$ cat src/dbg_defines.svh
`ifndef DBG_DEFINES_SVH
`define DBG_DEFINES_SVH

// Datapath and frame widths

`define DBG_WORD_W 32        // Datapath word

`define DBG_BYTE_W 8         // One frame byte

`define DBG_PC_W 8           // PC and jump address

`define DBG_REG_W 5          // Register index

// Frame geometry

`define DBG_FRAME_BYTES 56   // IF 6 + ID 23 + EX 16 + MEM 11

`define DBG_IDX_W 6          // Enough for 0..55

`endif

$ cat src/dbg_pkg.sv
`default_nettype none

`include "dbg_defines.svh"

package dbg_pkg;

  // Two-bit ALUOp as issued by decode
  typedef enum logic [1:0] {
    alu_op_add   = 2'b00,   // Loads and stores
    alu_op_sub   = 2'b01,   // Branch compare
    alu_op_rtype = 2'b10,   // Use funct field
    alu_op_rsvd  = 2'b11    // Not generated by decode
  } alu_op_e;

  // Fetch part, 6 bytes
  typedef struct packed {
    logic [`DBG_PC_W-1:0]   current_pc;    // PC of next instruction
    logic [`DBG_PC_W-1:0]   pc_if_out;     // PC used for target calc
    logic [`DBG_WORD_W-1:0] instruction;   // Fetched word
  } if_snap_t;

  // Decode part, 23 bytes
  typedef struct packed {
    logic [`DBG_WORD_W-1:0] data_a;           // Operand A
    logic [`DBG_WORD_W-1:0] data_b;           // Operand B
    logic [`DBG_WORD_W-1:0] sign_extend;      // Immediate after sign extension
    logic [`DBG_PC_W-1:0]   jump_dest;        // Jump target
    logic [`DBG_REG_W-1:0]  reg_dest_r_type;  // rd field
    logic [`DBG_REG_W-1:0]  reg_dest_l_type;  // rt field
    logic                   reg_dst;
    logic                   alu_src;
    logic                   mem_to_reg;
    logic                   reg_write;
    logic                   mem_read;
    logic                   mem_write;
    logic                   branch;
    alu_op_e                alu_op;           // Sent as its own byte
  } id_snap_t;

  // Execute part, 16 bytes
  typedef struct packed {
    logic [`DBG_WORD_W-1:0] alu_result;       // ALU output at EX/MEM
    logic [`DBG_WORD_W-1:0] reg_2_value;      // Forwarded rt value
    logic [`DBG_PC_W-1:0]   jump_dest_addr;   // Branch target at EX/MEM
    logic                   zero;             // ALU zero flag
    logic [`DBG_REG_W-1:0]  reg_dest;         // Selected destination
    logic                   mem_to_reg;
    logic                   reg_write;
    logic                   mem_read;
    logic                   mem_write;
    logic                   branch;
  } ex_snap_t;

  // Memory part, 11 bytes
  typedef struct packed {
    logic [`DBG_WORD_W-1:0] mem_data;         // Load data at MEM/WB
    logic [`DBG_WORD_W-1:0] alu_result;       // ALU result at MEM/WB
    logic [`DBG_REG_W-1:0]  reg_dest;         // Writeback target
    logic                   mem_to_reg;
    logic                   reg_write;
  } mem_snap_t;

  // Readout controller states
  typedef enum logic {
    st_idle   = 1'b0,   // No frame held, empty high
    st_loaded = 1'b1    // Frame held, bytes pending
  } readout_state_e;

endpackage

`default_nettype wire

$ cat src/snapshot_if.sv
`default_nettype none
`timescale 1ns/10ps

// Latched snapshot from capture registers to the byte mux
interface snapshot_if;

  dbg_pkg::if_snap_t  if_snap;    // Fetch fields
  dbg_pkg::id_snap_t  id_snap;    // Decode fields and control
  dbg_pkg::ex_snap_t  ex_snap;    // Execute fields and control
  dbg_pkg::mem_snap_t mem_snap;   // Memory fields and control

  // Register side
  modport capture (
    output if_snap,
    output id_snap,
    output ex_snap,
    output mem_snap
  );

  // Frame mux side
  modport select (
    input if_snap,
    input id_snap,
    input ex_snap,
    input mem_snap
  );

endinterface

`default_nettype wire

$ cat src/stage_capture.sv
`default_nettype none
`timescale 1ns/10ps

`include "dbg_defines.svh"

module stage_capture (
  input  logic                   clk,
  input  logic                   reset,
  input  logic                   capture_en,               // Accepted write strobe
  // Fetch
  input  logic [`DBG_PC_W-1:0]   current_pc,
  input  logic [`DBG_PC_W-1:0]   pc_if_out,
  input  logic [`DBG_WORD_W-1:0] instruction_if_out,
  // Decode
  input  logic [`DBG_WORD_W-1:0] data_a_id_out,
  input  logic [`DBG_WORD_W-1:0] data_b_id_out,
  input  logic [`DBG_WORD_W-1:0] sign_extend_id_out,
  input  logic [`DBG_PC_W-1:0]   jump_dest_id_out,
  input  logic [`DBG_REG_W-1:0]  reg_dest_r_type_id_out,
  input  logic [`DBG_REG_W-1:0]  reg_dest_l_type_id_out,
  input  logic                   reg_dst_id_out,
  input  logic                   alu_src_id_out,
  input  logic                   mem_to_reg_id_out,
  input  logic                   reg_write_id_out,
  input  logic                   mem_read_id_out,
  input  logic                   mem_write_id_out,
  input  logic                   branch_id_out,
  input  logic [1:0]             alu_op_id_out,            // Raw ALUOp code
  // Execute
  input  logic [`DBG_WORD_W-1:0] result_ie_out,
  input  logic [`DBG_WORD_W-1:0] registro_2_ie_out,
  input  logic [`DBG_PC_W-1:0]   jump_dest_addr_ie_out,
  input  logic                   zero_signal_ie_out,
  input  logic [`DBG_REG_W-1:0]  reg_dest_ie_out,
  input  logic                   mem_to_reg_ie_out,
  input  logic                   reg_write_ie_out,
  input  logic                   mem_read_ie_out,
  input  logic                   mem_write_ie_out,
  input  logic                   branch_ie_out,
  // Memory
  input  logic [`DBG_WORD_W-1:0] mem_data_mem_out,
  input  logic [`DBG_WORD_W-1:0] alu_result_mem_out,
  input  logic [`DBG_REG_W-1:0]  reg_dest_mem_out,
  input  logic                   mem_to_reg_mem_out,
  input  logic                   reg_write_mem_out,
  snapshot_if.capture            snap                      // Held snapshot out
);

  // All four parts load on the same edge so the frame is coherent
  always_ff @(posedge clk)
  begin
    if (reset)
    begin
      snap.if_snap  <= '0;
      snap.id_snap  <= '0;
      snap.ex_snap  <= '0;
      snap.mem_snap <= '0;
    end
    else if (capture_en)
    begin
      snap.if_snap.current_pc          <= current_pc;
      snap.if_snap.pc_if_out           <= pc_if_out;
      snap.if_snap.instruction         <= instruction_if_out;
      snap.id_snap.data_a              <= data_a_id_out;
      snap.id_snap.data_b              <= data_b_id_out;
      snap.id_snap.sign_extend         <= sign_extend_id_out;
      snap.id_snap.jump_dest           <= jump_dest_id_out;
      snap.id_snap.reg_dest_r_type     <= reg_dest_r_type_id_out;
      snap.id_snap.reg_dest_l_type     <= reg_dest_l_type_id_out;
      snap.id_snap.reg_dst             <= reg_dst_id_out;
      snap.id_snap.alu_src             <= alu_src_id_out;
      snap.id_snap.mem_to_reg          <= mem_to_reg_id_out;
      snap.id_snap.reg_write           <= reg_write_id_out;
      snap.id_snap.mem_read            <= mem_read_id_out;
      snap.id_snap.mem_write           <= mem_write_id_out;
      snap.id_snap.branch              <= branch_id_out;
      snap.id_snap.alu_op              <= dbg_pkg::alu_op_e'(alu_op_id_out);  // Raw to enum
      snap.ex_snap.alu_result          <= result_ie_out;
      snap.ex_snap.reg_2_value         <= registro_2_ie_out;
      snap.ex_snap.jump_dest_addr      <= jump_dest_addr_ie_out;
      snap.ex_snap.zero                <= zero_signal_ie_out;
      snap.ex_snap.reg_dest            <= reg_dest_ie_out;
      snap.ex_snap.mem_to_reg          <= mem_to_reg_ie_out;
      snap.ex_snap.reg_write           <= reg_write_ie_out;
      snap.ex_snap.mem_read            <= mem_read_ie_out;
      snap.ex_snap.mem_write           <= mem_write_ie_out;
      snap.ex_snap.branch              <= branch_ie_out;
      snap.mem_snap.mem_data           <= mem_data_mem_out;
      snap.mem_snap.alu_result         <= alu_result_mem_out;
      snap.mem_snap.reg_dest           <= reg_dest_mem_out;
      snap.mem_snap.mem_to_reg         <= mem_to_reg_mem_out;
      snap.mem_snap.reg_write          <= reg_write_mem_out;
    end
  end

  // Controller leaves idle on a capture, so no back-to-back loads
  a_no_double_capture : assert property (
    @(posedge clk) disable iff (reset)
    capture_en |=> !capture_en
  ) else $error("capture_en high in cycle after a capture");

endmodule

`default_nettype wire

$ cat src/frame_byte_select.sv
`default_nettype none
`timescale 1ns/10ps

`include "dbg_defines.svh"

module frame_byte_select (
  input  logic [`DBG_IDX_W-1:0]  byte_idx,    // Current read pointer
  snapshot_if.select             snap,        // Held snapshot in
  output logic [`DBG_BYTE_W-1:0] byte_data    // Frame byte at pointer
);

  // Byte 0 sits at index 0, the leftmost slot of each packed array
  logic [0:5][`DBG_BYTE_W-1:0]                   if_bytes;
  logic [0:22][`DBG_BYTE_W-1:0]                  id_bytes;
  logic [0:15][`DBG_BYTE_W-1:0]                  ex_bytes;
  logic [0:10][`DBG_BYTE_W-1:0]                  mem_bytes;
  logic [0:`DBG_FRAME_BYTES-1][`DBG_BYTE_W-1:0]  frame;

  // Single flag in bit 0
  function automatic logic [`DBG_BYTE_W-1:0] pad_bit(input logic b);
    return {{(`DBG_BYTE_W-1){1'b0}}, b};
  endfunction

  // Register index in the low bits
  function automatic logic [`DBG_BYTE_W-1:0] pad_reg(input logic [`DBG_REG_W-1:0] r);
    return {{(`DBG_BYTE_W-`DBG_REG_W){1'b0}}, r};
  endfunction

  // ALUOp code in bits 1:0
  function automatic logic [`DBG_BYTE_W-1:0] pad_op(input dbg_pkg::alu_op_e op);
    return {{(`DBG_BYTE_W-$bits(dbg_pkg::alu_op_e)){1'b0}}, op};
  endfunction

  // Words go MSB first
  assign if_bytes = {
    snap.if_snap.current_pc,     // Byte 0
    snap.if_snap.pc_if_out,      // Byte 1
    snap.if_snap.instruction     // Bytes 2..5
  };

  assign id_bytes = {
    snap.id_snap.data_a,                    // Bytes 6..9
    snap.id_snap.data_b,                    // Bytes 10..13
    snap.id_snap.sign_extend,               // Bytes 14..17
    snap.id_snap.jump_dest,                 // Byte 18
    pad_reg(snap.id_snap.reg_dest_r_type),
    pad_reg(snap.id_snap.reg_dest_l_type),
    pad_bit(snap.id_snap.reg_dst),          // Control bytes 21..27
    pad_bit(snap.id_snap.alu_src),
    pad_bit(snap.id_snap.mem_to_reg),
    pad_bit(snap.id_snap.reg_write),
    pad_bit(snap.id_snap.mem_read),
    pad_bit(snap.id_snap.mem_write),
    pad_bit(snap.id_snap.branch),
    pad_op(snap.id_snap.alu_op)             // Byte 28
  };

  assign ex_bytes = {
    snap.ex_snap.alu_result,                // Bytes 29..32
    snap.ex_snap.reg_2_value,               // Bytes 33..36
    snap.ex_snap.jump_dest_addr,            // Byte 37
    pad_bit(snap.ex_snap.zero),
    pad_reg(snap.ex_snap.reg_dest),
    pad_bit(snap.ex_snap.mem_to_reg),       // Control bytes 40..44
    pad_bit(snap.ex_snap.reg_write),
    pad_bit(snap.ex_snap.mem_read),
    pad_bit(snap.ex_snap.mem_write),
    pad_bit(snap.ex_snap.branch)
  };

  assign mem_bytes = {
    snap.mem_snap.mem_data,                 // Bytes 45..48
    snap.mem_snap.alu_result,               // Bytes 49..52
    pad_reg(snap.mem_snap.reg_dest),
    pad_bit(snap.mem_snap.mem_to_reg),
    pad_bit(snap.mem_snap.reg_write)        // Byte 55, last
  };

  assign frame     = {if_bytes, id_bytes, ex_bytes, mem_bytes};
  assign byte_data = frame[byte_idx];   // No register, straight to r_data

  // Pointer is X only before the first reset edge
  a_idx_in_range : assert final (
    $isunknown(byte_idx) || (byte_idx < `DBG_FRAME_BYTES)
  ) else $error("byte_idx %0d beyond frame", byte_idx);

endmodule

`default_nettype wire

$ cat src/readout_ctrl.sv
`default_nettype none
`timescale 1ns/10ps

`include "dbg_defines.svh"

module readout_ctrl (
  input  logic                  clk,
  input  logic                  reset,
  input  logic                  wr,          // Capture strobe from host
  input  logic                  rd,          // Byte consume strobe
  output logic                  capture_en,  // Load snapshot this edge
  output logic [`DBG_IDX_W-1:0] byte_idx,    // Byte shown on r_data
  output logic                  empty        // No frame held
);

  dbg_pkg::readout_state_e state;
  logic                    rd_accept;   // Read of a held byte
  logic                    last_byte;   // Pointer on byte 55

  assign empty      = (state == dbg_pkg::st_idle);
  assign capture_en = wr && empty;                 // wr ignored while loaded
  assign rd_accept  = rd && !empty;                // rd ignored while idle
  assign last_byte  = (byte_idx == `DBG_IDX_W'(`DBG_FRAME_BYTES - 1));

  always_ff @(posedge clk)
  begin
    if (reset)
    begin
      state    <= dbg_pkg::st_idle;
      byte_idx <= '0;
    end
    else
    begin
      case (state)
        dbg_pkg::st_idle:
        begin
          if (capture_en)
          begin
            state    <= dbg_pkg::st_loaded;
            byte_idx <= '0;                        // Frame starts at byte 0
          end
        end
        dbg_pkg::st_loaded:
        begin
          if (rd_accept)
          begin
            if (last_byte)
            begin
              state    <= dbg_pkg::st_idle;        // Whole frame consumed
              byte_idx <= '0;
            end
            else
            begin
              byte_idx <= byte_idx + `DBG_IDX_W'(1);
            end
          end
        end
        default:
        begin
          state <= dbg_pkg::st_idle;
        end
      endcase
    end
  end

  // New frame always begins at byte 0
  a_ptr_zero_on_load : assert property (
    @(posedge clk) disable iff (reset)
    $rose(state == dbg_pkg::st_loaded) |-> (byte_idx == '0)
  ) else $error("pointer not zero on first loaded cycle");

  // Buffer empties right after the last byte is taken
  a_empty_after_last : assert property (
    @(posedge clk) disable iff (reset)
    (rd_accept && last_byte) |=> empty
  ) else $error("empty low after read of last byte");

endmodule

`default_nettype wire

$ cat src/pipeline_debug_buffer.sv
`default_nettype none
`timescale 1ns/10ps

`include "dbg_defines.svh"

module pipeline_debug_buffer (
  input  logic                   clk,
  input  logic                   reset,
  input  logic                   wr,                       // Capture strobe
  input  logic                   rd,                       // Byte read strobe
  // Fetch stage
  input  logic [`DBG_PC_W-1:0]   current_pc,
  input  logic [`DBG_PC_W-1:0]   pc_if_out,
  input  logic [`DBG_WORD_W-1:0] instruction_if_out,
  // Decode stage
  input  logic [`DBG_WORD_W-1:0] data_a_id_out,
  input  logic [`DBG_WORD_W-1:0] data_b_id_out,
  input  logic [`DBG_WORD_W-1:0] sign_extend_id_out,
  input  logic [`DBG_PC_W-1:0]   jump_dest_id_out,
  input  logic [`DBG_REG_W-1:0]  reg_dest_r_type_id_out,
  input  logic [`DBG_REG_W-1:0]  reg_dest_l_type_id_out,
  input  logic                   reg_dst_id_out,
  input  logic                   alu_src_id_out,
  input  logic                   mem_to_reg_id_out,
  input  logic                   reg_write_id_out,
  input  logic                   mem_read_id_out,
  input  logic                   mem_write_id_out,
  input  logic                   branch_id_out,
  input  logic [1:0]             alu_op_id_out,
  // Execute stage
  input  logic [`DBG_WORD_W-1:0] result_ie_out,
  input  logic [`DBG_WORD_W-1:0] registro_2_ie_out,
  input  logic [`DBG_PC_W-1:0]   jump_dest_addr_ie_out,
  input  logic                   zero_signal_ie_out,
  input  logic [`DBG_REG_W-1:0]  reg_dest_ie_out,
  input  logic                   mem_to_reg_ie_out,
  input  logic                   reg_write_ie_out,
  input  logic                   mem_read_ie_out,
  input  logic                   mem_write_ie_out,
  input  logic                   branch_ie_out,
  // Memory stage
  input  logic [`DBG_WORD_W-1:0] mem_data_mem_out,
  input  logic [`DBG_WORD_W-1:0] alu_result_mem_out,
  input  logic [`DBG_REG_W-1:0]  reg_dest_mem_out,
  input  logic                   mem_to_reg_mem_out,
  input  logic                   reg_write_mem_out,
  // Host side
  output logic                   empty,                    // High when no frame held
  output logic [`DBG_BYTE_W-1:0] r_data                    // Current frame byte
);

  logic                  capture_en;   // Controller to capture regs
  logic [`DBG_IDX_W-1:0] byte_idx;     // Controller to byte mux

  snapshot_if i_snap ();   // Captured stage state

  // Stage inputs connect by matching names
  stage_capture i_stage_capture (
    .*,
    .snap (i_snap.capture)
  );

  frame_byte_select i_frame_byte_select (
    .byte_idx  (byte_idx),
    .snap      (i_snap.select),
    .byte_data (r_data)
  );

  readout_ctrl i_readout_ctrl (
    .clk        (clk),
    .reset      (reset),
    .wr         (wr),
    .rd         (rd),
    .capture_en (capture_en),
    .byte_idx   (byte_idx),
    .empty      (empty)
  );

endmodule

`default_nettype wire

$ cat config.mk
export PLATFORM = sky130hd
export DESIGN_NAME = pipeline_debug_buffer
export DESIGN_NICKNAME = d
export VERILOG_FILES = /design/src/dbg_pkg.sv /design/src/snapshot_if.sv /design/src/stage_capture.sv /design/src/frame_byte_select.sv /design/src/readout_ctrl.sv /design/src/pipeline_debug_buffer.sv
export VERILOG_INCLUDE_DIRS = /design/src /design/src/src
export SDC_FILE = /design/constraint.sdc
export NUM_CORES = 1
export LEC_CHECK = 0
export BUFFER_PORTS_ARGS = -buffer_cell sky130_fd_sc_hd__buf_2
export CAP_MARGIN = 20
export CORE_MARGIN = 8
export CORE_UTILIZATION = 45
export CTS_BUF_LIST = sky130_fd_sc_hd__clkbuf_4 sky130_fd_sc_hd__clkbuf_8
export DETAILED_ROUTE_END_ITERATION = 6
export MAX_ROUTING_LAYER = met4
export PLACE_DENSITY = 0.73
export SLEW_MARGIN = 20
export SYNTH_ARGS = -nofsm -noshare
export SYNTH_HDL_FRONTEND = slang
export SYNTH_SLANG_ARGS = --single-unit
$ cat constraint.sdc
create_clock -name clk -period 1.55 [get_ports clk]
set_input_delay 0.0775 -clock clk [delete_from_list [all_inputs] [get_ports clk]]
set_output_delay 0.0775 -clock clk [all_outputs]
set_load 0.02 [all_outputs]
# Word level (Yosys, flattened, before mapping)
# Index checks and enable logic that the tools add are counted.
[totals]
ff_bits = 332
output_inout_bits = 9
word_cells = 55
[classes]
n_addsub = 1
order_cmp = 1
n_eq_ne = 3
n_mux = 11
bitwise_logic = 2
reduce_logical = 3
[ops]
columns = ["operator", "count"]
rows = [
  ["$bmux W8 S6", 1],
  ["$mux W6", 3],
  ["$mux W8", 2],
  ["$pmux W6 S2", 1],
  ["$ge A7 B7 Y1 const B", 1],
  ["$not A6 Y7", 1],
  ["$add A6 B1 Y6 const B", 1],
  ["$eq A6 B6 Y1 const B", 1],
  ["$ne A2 B2 Y1 const B", 2],
  ["$mux W1", 3],
  ["$logic_and A1 B1 Y1", 2],
  ["$pmux W1 S2", 1],
  ["$reduce_and A2 Y1", 1],
  ["$not A1 Y1", 1],
]

# Logic depth before layout (Yosys ltp)
# Gate-level depths: netlist (run 1).
[logic_depth]
ltp_word = 4
depth_mapped = 9
depth_no_buf = 5

# Hierarchy
# From an unflattened synthesis (run 1), not the netlist that was laid out.
[unflattened]
cells_unflattened = 1416
hier_area_um2 = 14924.3
[by_module_without_submodules]
columns = ["module", "n_inst", "cells_per_inst", "area_each_um2", "seq_area_each_um2"]
rows = [
  ["stage_capture", 1, 1047, 11578.6, 6506.2],
  ["frame_byte_select", 1, 328, 2987.9, 0.0],
  ["readout_ctrl", 1, 41, 357.8, 140.1],
]

# Worst setup path before layout (run 1)
# OpenSTA, ideal clock, no wires.
[synth_timing]
path_type = "register to output"
from = "register i_readout_ctrl.byte_idx[0]"
to = "output port r_data[0]"
arrival_ps = 1855
t_required_ps = 1472
setup_slack_ps = -383
path_stages_with_launch = 9
path_buffers = 5
cell_sequence = "dfxtp_1 > buf_6 > buf_6 > buf_6 > buf_2 > buf_2 > nand3_1 > o2111a_1 > nor3_1"
[synth_between]
elab_chain_len = 4
[synth_lines]
columns = ["element", "line_no", "text"]
rows = [
  ["start: declaration", "readout_ctrl.sv:12", "output logic [`DBG_IDX_W-1:0] byte_idx,"],
  ["start signal: assignment", "readout_ctrl.sv:54", "byte_idx <= byte_idx + `DBG_IDX_W'(1);"],
  ["$not A6 Y7 (not written as such)", "frame_byte_select.sv:80", "assign byte_data = frame[byte_idx];"],
  ["$bmux W8 S6", "frame_byte_select.sv:80", ""],
  ["$mux W8 (not written as such) (2 in a row)", "frame_byte_select.sv:80", ""],
  ["end: declaration", "pipeline_debug_buffer.sv:49", "output logic [`DBG_BYTE_W-1:0] r_data"],
]
# No other way between the ends. The select of a mux whose other input is x is not followed.

# Worst setup path after layout (run 1)
[layout_timing]
from = "register i_readout_ctrl.byte_idx[0]"
to = "output port r_data[4]"
# The elaborated chain is that of the path after synthesis.

==> results of run 1 <==
## worst max-delay path, delay by kind of cell (launching register included)
kind / cells / cell delay (ns)
compound gates: 4 / 0.76
buf+inv: 5 / 0.86
flops: 1 / 0.38
## synth_stat cells, drive strengths merged (12+ instances only)
master | n | area share, %
nand2 | 681 | 18
a21oi | 336 | 12
dfxtp | 332 | 46
buf | 78 | 3.1
clkbuf | 70 | 1.8
mux4 | 51 | 8.0
mux2i | 24 | 1.7
nor2 | 19 | 0.50
mux2 | 15 | 1.2
nand3 | 15 | 0.52
nor2b | 15 | 0.66
o21ai | 14 | 0.49
a22oi | 13 | 0.72
a221oi | 12 | 0.73
## per-stage QoR
step	total power, uW	setup slack (ns)	setup TNS (ns)	cell area, um2
2_1_floorplan	10700	-0.181	-1.21	14600
3_3_place_gp	11800	-0.584	-5.07	17200
3_5_place_dp	11900	-0.607	-5.29	17200
4_1_cts	21000	-1.08	-9.40	21900
5_1_grt	21900	-1.18	-10.27	22100
6_report	21200	-1.10	-9.40	22100
## registers in the layout, indices dropped and copies added, names as in the netlist
signal and flops:
i_stage_capture.snap.mem_snap 71, i_readout_ctrl.byte_idx 6, i_stage_capture.snap.ex_snap 83, i_readout_ctrl.state 1
i_stage_capture.snap.if_snap 48, i_stage_capture.snap.id_snap 123
## power by group
group | leakage [uW] | internal (uW) | switching [uW] | total (uW)
clock network | 0.000656 | 5130 | 3550 | 8680
registers | 0.00273 | 9020 | 343 | 9360
logic | 0.00557 | 1630 | 1560 | 3190
total | 0.00896 | 15800 | 5450 | 21200
## logic make-up (layout without fill, tap and decap cells)
family,count (synthesis),count (layout)
muxes,90,90
DFF,332,332
and+or+nand+nor,760,760
buffers and inverters,154,887
AOI/OAI and AO/OA,424,424
adders and majority gates,1,1
other,0,5
## path summary, 6_finish.rpt
kind                                                       from                                        endpoint  slack [ns]  cells past startpoint
setup / recovery        i_readout_ctrl.byte_idx[0]$_SDFFE_PP0P_                                       r_data[4]       -1.10                      9
hold / removal                             mem_data_mem_out[25]  i_stage_capture.snap.mem_snap[64]$_SDFFE_PP0P_        0.27                      4
setup reg to reg        i_readout_ctrl.byte_idx[1]$_SDFFE_PP0P_         i_readout_ctrl.byte_idx[5]$_SDFFE_PP0P_       -0.28                      8
hold reg to reg   i_stage_capture.snap.if_snap[17]$_SDFFE_PP0P_   i_stage_capture.snap.if_snap[17]$_SDFFE_PP0P_        0.45                      2
## per-layer routing
metal | wire [um] | GRT usage (%) | vias up
met2 | 29100 | 52.1 | 980
met5 | 0 | - | -
li1 | - | - | 7374
met1 | 23200 | 36.2 | 7707
met3 | 4700 | 5.58 | 258
met4 | 3300 | 16.3 | 0
## what timing repair did
item / in CTS / in global routing
pin swaps: 3 / 8
resized for setup: 18 / 23
endpoints found under the hold margin: 331 / 0
gates cloned: 2 / 0
setup buffers: 7 / 8
hold buffers: 328 / 0
setup endpoints to repair: 12 / 14
## cell type report
type | count | share of cell area [%]
Clock inverter | 11 | 0.715
Multi-Input combinational cell | 1275 | 33.0
Antenna cell | 5 | 0.0567
Clock buffer | 83 | 4.95
Sequential cell | 332 | 30.2
Tap cell | 402 | 2.28
Timing Repair Buffer | 787 | 28.7
Inverter | 6 | 0.102
==> impl_metrics.json, run 1 <==
{
  "drt_wl_total_mm": 60.3,
  "ctsRootBufferMaster": "clkbuf_8",
  "dp.cells": 2458,
  "yosys.area_share.adder_pct": 0.0873,
  "async_reset_ff_share_pct": 0,
  "grt_first_pass_wirelength_mm": 92.6,
  "floorplan.rows": 65,
  "dieArea_um2": 37800,
  "cap_violations": 0,
  "regArea_um2": 6660,
  "ir_drop_uv": 651,
  "rsz0062_at_grt": "yes",
  "ys_types": 56,
  "grt_pass1_vias": 16700,
  "slew_headroom_pct": 60.5,
  "synth_edf_count": 0,
  "cts_tree": "built",
  "clk_latency_ns": 0.58,
  "synth_top_family_by_area": "simple AND/OR/NAND/NOR gates",
  "hold_class": "in2reg",
  "cp.arrival_ns": 2.57,
  "critPathCaptureType": "primary output",
  "die_w_um": 194,
  "core_area_um2": 31500,
  "synth_xor_xnor_area_share_pct": 0,
  "ys_warn_count": 0,
  "syn_inst": 1761,
  "post-route-period-util_pct": 171,
  "ys_ff_latch": 332,
  "multiInputGateArea_um2": 7280,
  "grt_overflow": 0,
  "worstPathMaxFanout": 14,
  "slowest_stage": "dfxtp_4",
  "drv_slew": 0,
  "layout_common_cells": "nand2_1 (678), a21oi_1 (333), buf_2 (331)",
  "post-dp-hpwl_mm": 38.0,
  "violations": "negative setup slack",
  "synth.area.mux_share_pct": 10.9,
  "io-pin-count": 338,
  "setup_viol": 12,
  "required_ns": 1.47,
  "syn_avg_cell_area_um2": 8.14,
  "max_clock_freq_mhz": 377,
  "grt_max_degree": 89,
  "hold_slack_ns": 0.274,
  "fin_ws_ns": -1.10,
  "area_growth_pct": 54.0,
  "htree_levels": 2,
  "postRouteAntennaNets": 0,
  "synth_nets": 2091,
  "gp_congestion": 0.893,
  "cp-start-kind": "flop",
  "grtUsageTotal_pct": 31.4,
  "synth-main-ff-cell": "dfxtp_1",
  "viasPerCell": 5.63,
  "path_clk_slew_ns": 0.07,
  "finalNonFillerCells": 2901,
  "via_count": 16300,
  "port_buffers": 337,
  "route.detailed.drc": 0,
  "ys_seq_area_share_pct": 46.4,
  "synth_compound_area_share_pct": 16.6,
  "power_leakage_uw": 0.00896,
  "first_pass_iters": 7,
  "finish.net_count": 2784,
  "fill_cells": 2193,
  "status": "finished, violations left",
  "drtIter0Drc": 1410,
  "cts_buffer_depth": 3,
  "skew_ns": 0.0199,
  "wl_per_cell_um": 20.8,
  "timing.critical_path.slowest_cell_delay_ns": 0.38,
  "power.density_nw_per_um2": 962,
  "antenna_found_initial": 4,
  "period_needed_ns": 2.65,
  "crit_path_cell_trace": "buf_4, buf_12, buf_4, a2111oi_2, buf_4, a2111oi_4, a221oi_2, o21ai_2, buf_2",
  "cpMostUsedCell": "buf_4",
  "start_util_pct": 45.5,
  "final_layout_size_suffix_gt1_share_pct": 27.0,
  "final_common_cell": "nand2_1",
  "fin_util_pct": 70.1,
  "syn_area_um2": 14300,
  "cts-buffers-inserted": 52,
  "synthSimpleGateAreaFrac_pct": 20.9,
  "final-hold-violation-count": 0,
  "clock-sinks": 332,
  "crit_type": "reg2out",
  "die_y_um": 194,
  "worst_pin_slew_ns": 0.591
}
Note: power is estimated with default switching activity, not from simulation.
==> inputs of run 2 (changes only) <==
--- a/config.mk
+++ b/config.mk
@@ -12,8 +12,8 @@
 export CORE_UTILIZATION = 45
 export CTS_BUF_LIST = sky130_fd_sc_hd__clkbuf_4 sky130_fd_sc_hd__clkbuf_8
 export DETAILED_ROUTE_END_ITERATION = 6
-export MAX_ROUTING_LAYER = met4
-export PLACE_DENSITY = 0.73
+export PLACE_DENSITY = 0.71
+export SKIP_LAST_GASP = 1
 export SLEW_MARGIN = 20
 export SYNTH_ARGS = -nofsm -noshare
 export SYNTH_HDL_FRONTEND = slang
==> constraint.sdc (replaced) <==
create_clock -name clk -period 2.47 [get_ports clk]
set_input_delay 0.1235 -clock clk [delete_from_list [all_inputs] [get_ports clk]]
set_output_delay 0.1235 -clock clk [all_outputs]
set_load 0.02 [all_outputs]
==> impl_metrics.json, run 2 (synthesized netlist as in run 1, its figures left out) <==
{
  "fill_cells": 2199,
  "design_area_um2": 22100,
  "ctsRootBufferMaster": "clkbuf_8",
  "core_area_um2": 31500,
  "skew_ns": 0.0183,
  "cts_tree": "built",
  "drt_wl_total_mm": 60.5,
  "power.density_nw_per_um2": 586,
  "grt_max_degree": 124,
  "worstPathMaxFanout": 15,
  "route.detailed.drc": 0,
  "place_area_um2": 16300,
  "path_clk_slew_ns": 0.06,
  "max_clock_freq_mhz": 351,
  "via_count": 16100,
  "final_layout_size_suffix_gt1_share_pct": 24.5,
  "largest-register": "i_stage_capture.snap.id_snap",
  "cts-buffers-inserted": 54,
  "slew_headroom_pct": 59.5,
  "largest_register_ffs": 123,
  "finish.net_count": 2788,
  "rsz0062_at_grt": "yes",
  "violations": "negative setup slack",
  "cp_num_buf_inv": 3,
  "gp_congestion": 0.916,
  "cap_violations": 0,
  "ir_drop_uv": 358,
  "timing.critical_path.slowest_cell_delay_ns": 0.51,
  "antenna_found_initial": 8,
  "required_ns": 2.35,
  "largestRegisters": "i_stage_capture.snap.id_snap (123), i_stage_capture.snap.ex_snap (83), i_stage_capture.snap.mem_snap (71)",
  "htree_levels": 2,
  "floorplan.rows": 65,
  "clock-sinks": 332,
  "grt_overflow": 0,
  "grtUsageTotal_pct": 30.6,
  "die_w_um": 194,
  "drtIter0Drc": 1564,
  "dieArea_um2": 37800,
  "cp.arrival_ns": 2.73,
  "setup_viol": 8,
  "finalSetupTns_ns": -2.29,
  "slowest_stage": "mux4_2",
  "crit_path_cell_trace": "buf_4, buf_12, mux4_2, nand2_1, nand3_1, o311ai_2, o211ai_1, buf_4",
  "reg2reg_slack_ns": 0.12,
  "io-pin-count": 338,
  "first_pass_iters": 6,
  "port_buffers": 337,
  "period_needed_ns": 2.85,
  "crit_type": "reg2out",
  "hold_class": "in2reg",
  "layout_common_cells": "nand2_1 (675), dlygate4sd3_1 (394), a21oi_1 (333)",
  "start_util_pct": 45.5,
  "critPathCaptureType": "primary output",
  "wl_per_cell_um": 20.8,
  "power_leakage_uw": 0.00902,
  "area_growth_pct": 54.5,
  "grt_pass1_vias": 16800,
  "hold_slack_ns": 0.200,
  "cp-start-kind": "flop",
  "crit_family": "buffers and inverters",
  "grt_first_pass_wirelength_mm": 92.1,
  "worst_pin_slew_ns": 0.592,
  "die_y_um": 194,
  "dp.cells": 2389,
  "post-dp-hpwl_mm": 36.9,
  "cts_buffer_depth": 3,
  "postRouteAntennaNets": 0,
  "post-route-period-util_pct": 115,
  "status": "finished, violations left",
  "fin_ws_ns": -0.379,
  "drv_slew": 0,
  "final_common_cell": "nand2_1",
  "finalNonFillerCells": 2913,
  "clk_latency_ns": 0.60,
  "viasPerCell": 5.54,
  "cpMostUsedCell": "buf_4",
  "final-hold-violation-count": 0
}
## run 2: changes by cell type in the layout (fill, tap and decap cells not counted), moves of 6 or more
cell	before	now
buf_12	29	22
buf_4	89	28
clkbuf_4	8	18
clkbuf_8	75	69
dlygate4sd3_1	328	394
mux2_2	8	14
mux2_4	6	0
## run 2: worst register-to-register path, cell delays in order, from the launching register on
cell	delay (ns)
dfxtp_1	0.50
inv_1	0.22
nand2_8	0.29
buf_4	0.34
nand2_1	0.13
a21oi_1	0.22
dlygate4sd3_1	0.58
## run 2: final cells by class
class	instances	area, um2	area share (%)
inverter	6	26.3	0.119
multi-input combinational	1275	7210	32.6
clock inverter	14	83.8	0.379
tap	402	503	2.27
sequential	332	6660	30.1
timing repair buffer	789	6550	29.6
antenna	8	20.0	0.0905
clock buffer	87	1080	4.90
## run 2: per-layer routing
| layer | global-route usage, % | share of wire, % |
|---|---|---|
| met1 | 34.3 | 37 |
| met2 | 54.0 | 50 |
| met3 | 5.86 | 7.6 |
| met4 | 16.6 | 5.4 |
| met5 | 0 | 0 |
## run 2: power breakdown
part	leakage (uW)	switching, uW	internal (uW)
combinational	0.00567	975	1040
clock	0.000619	2280	2790
sequential	0.00273	212	5660
## run 2: worst paths after layout
check | start | to | cells after the start
min reg2reg | i_stage_capture.snap.ex_snap[54]$_SDFFE_PP0P_ | i_stage_capture.snap.ex_snap[54]$_SDFFE_PP0P_ | 2
min | reset | i_stage_capture.snap.id_snap[31]$_SDFFE_PP0P_ | 3
max | i_readout_ctrl.byte_idx[0]$_SDFFE_PP0P_ | r_data[3] | 8
max reg2reg | i_readout_ctrl.state$_SDFF_PP0_ | i_stage_capture.snap.id_snap[96]$_SDFFE_PP0P_ | 6
## run 2: metrics by stage
| step | power [uW] | utilization (%) | setup slack (ns) |
|---|---|---|---|
| 2_1_floorplan | 6710 | - | 0.491 |
| 3_3_place_gp | 7320 | 51.9 | 0.182 |
| 3_5_place_dp | 7350 | 51.9 | 0.153 |
| 4_1_cts | 12800 | 69.7 | -0.314 |
| 5_1_grt | 13400 | 70.3 | -0.391 |
| 6_report | 13000 | 70.3 | -0.379 |
## run 2: what timing repair did
| action | CTS | global route |
|---|---|---|
| resized for setup | 52 | 26 |
| hold buffers | 394 | 0 |
| pin swaps | 23 | 15 |
| endpoints found under the setup margin | 8 | 62 |
| hold endpoints to repair | 329 | 0 |
| setup buffers | 10 | 6 |
| gates cloned | 6 | 1 |
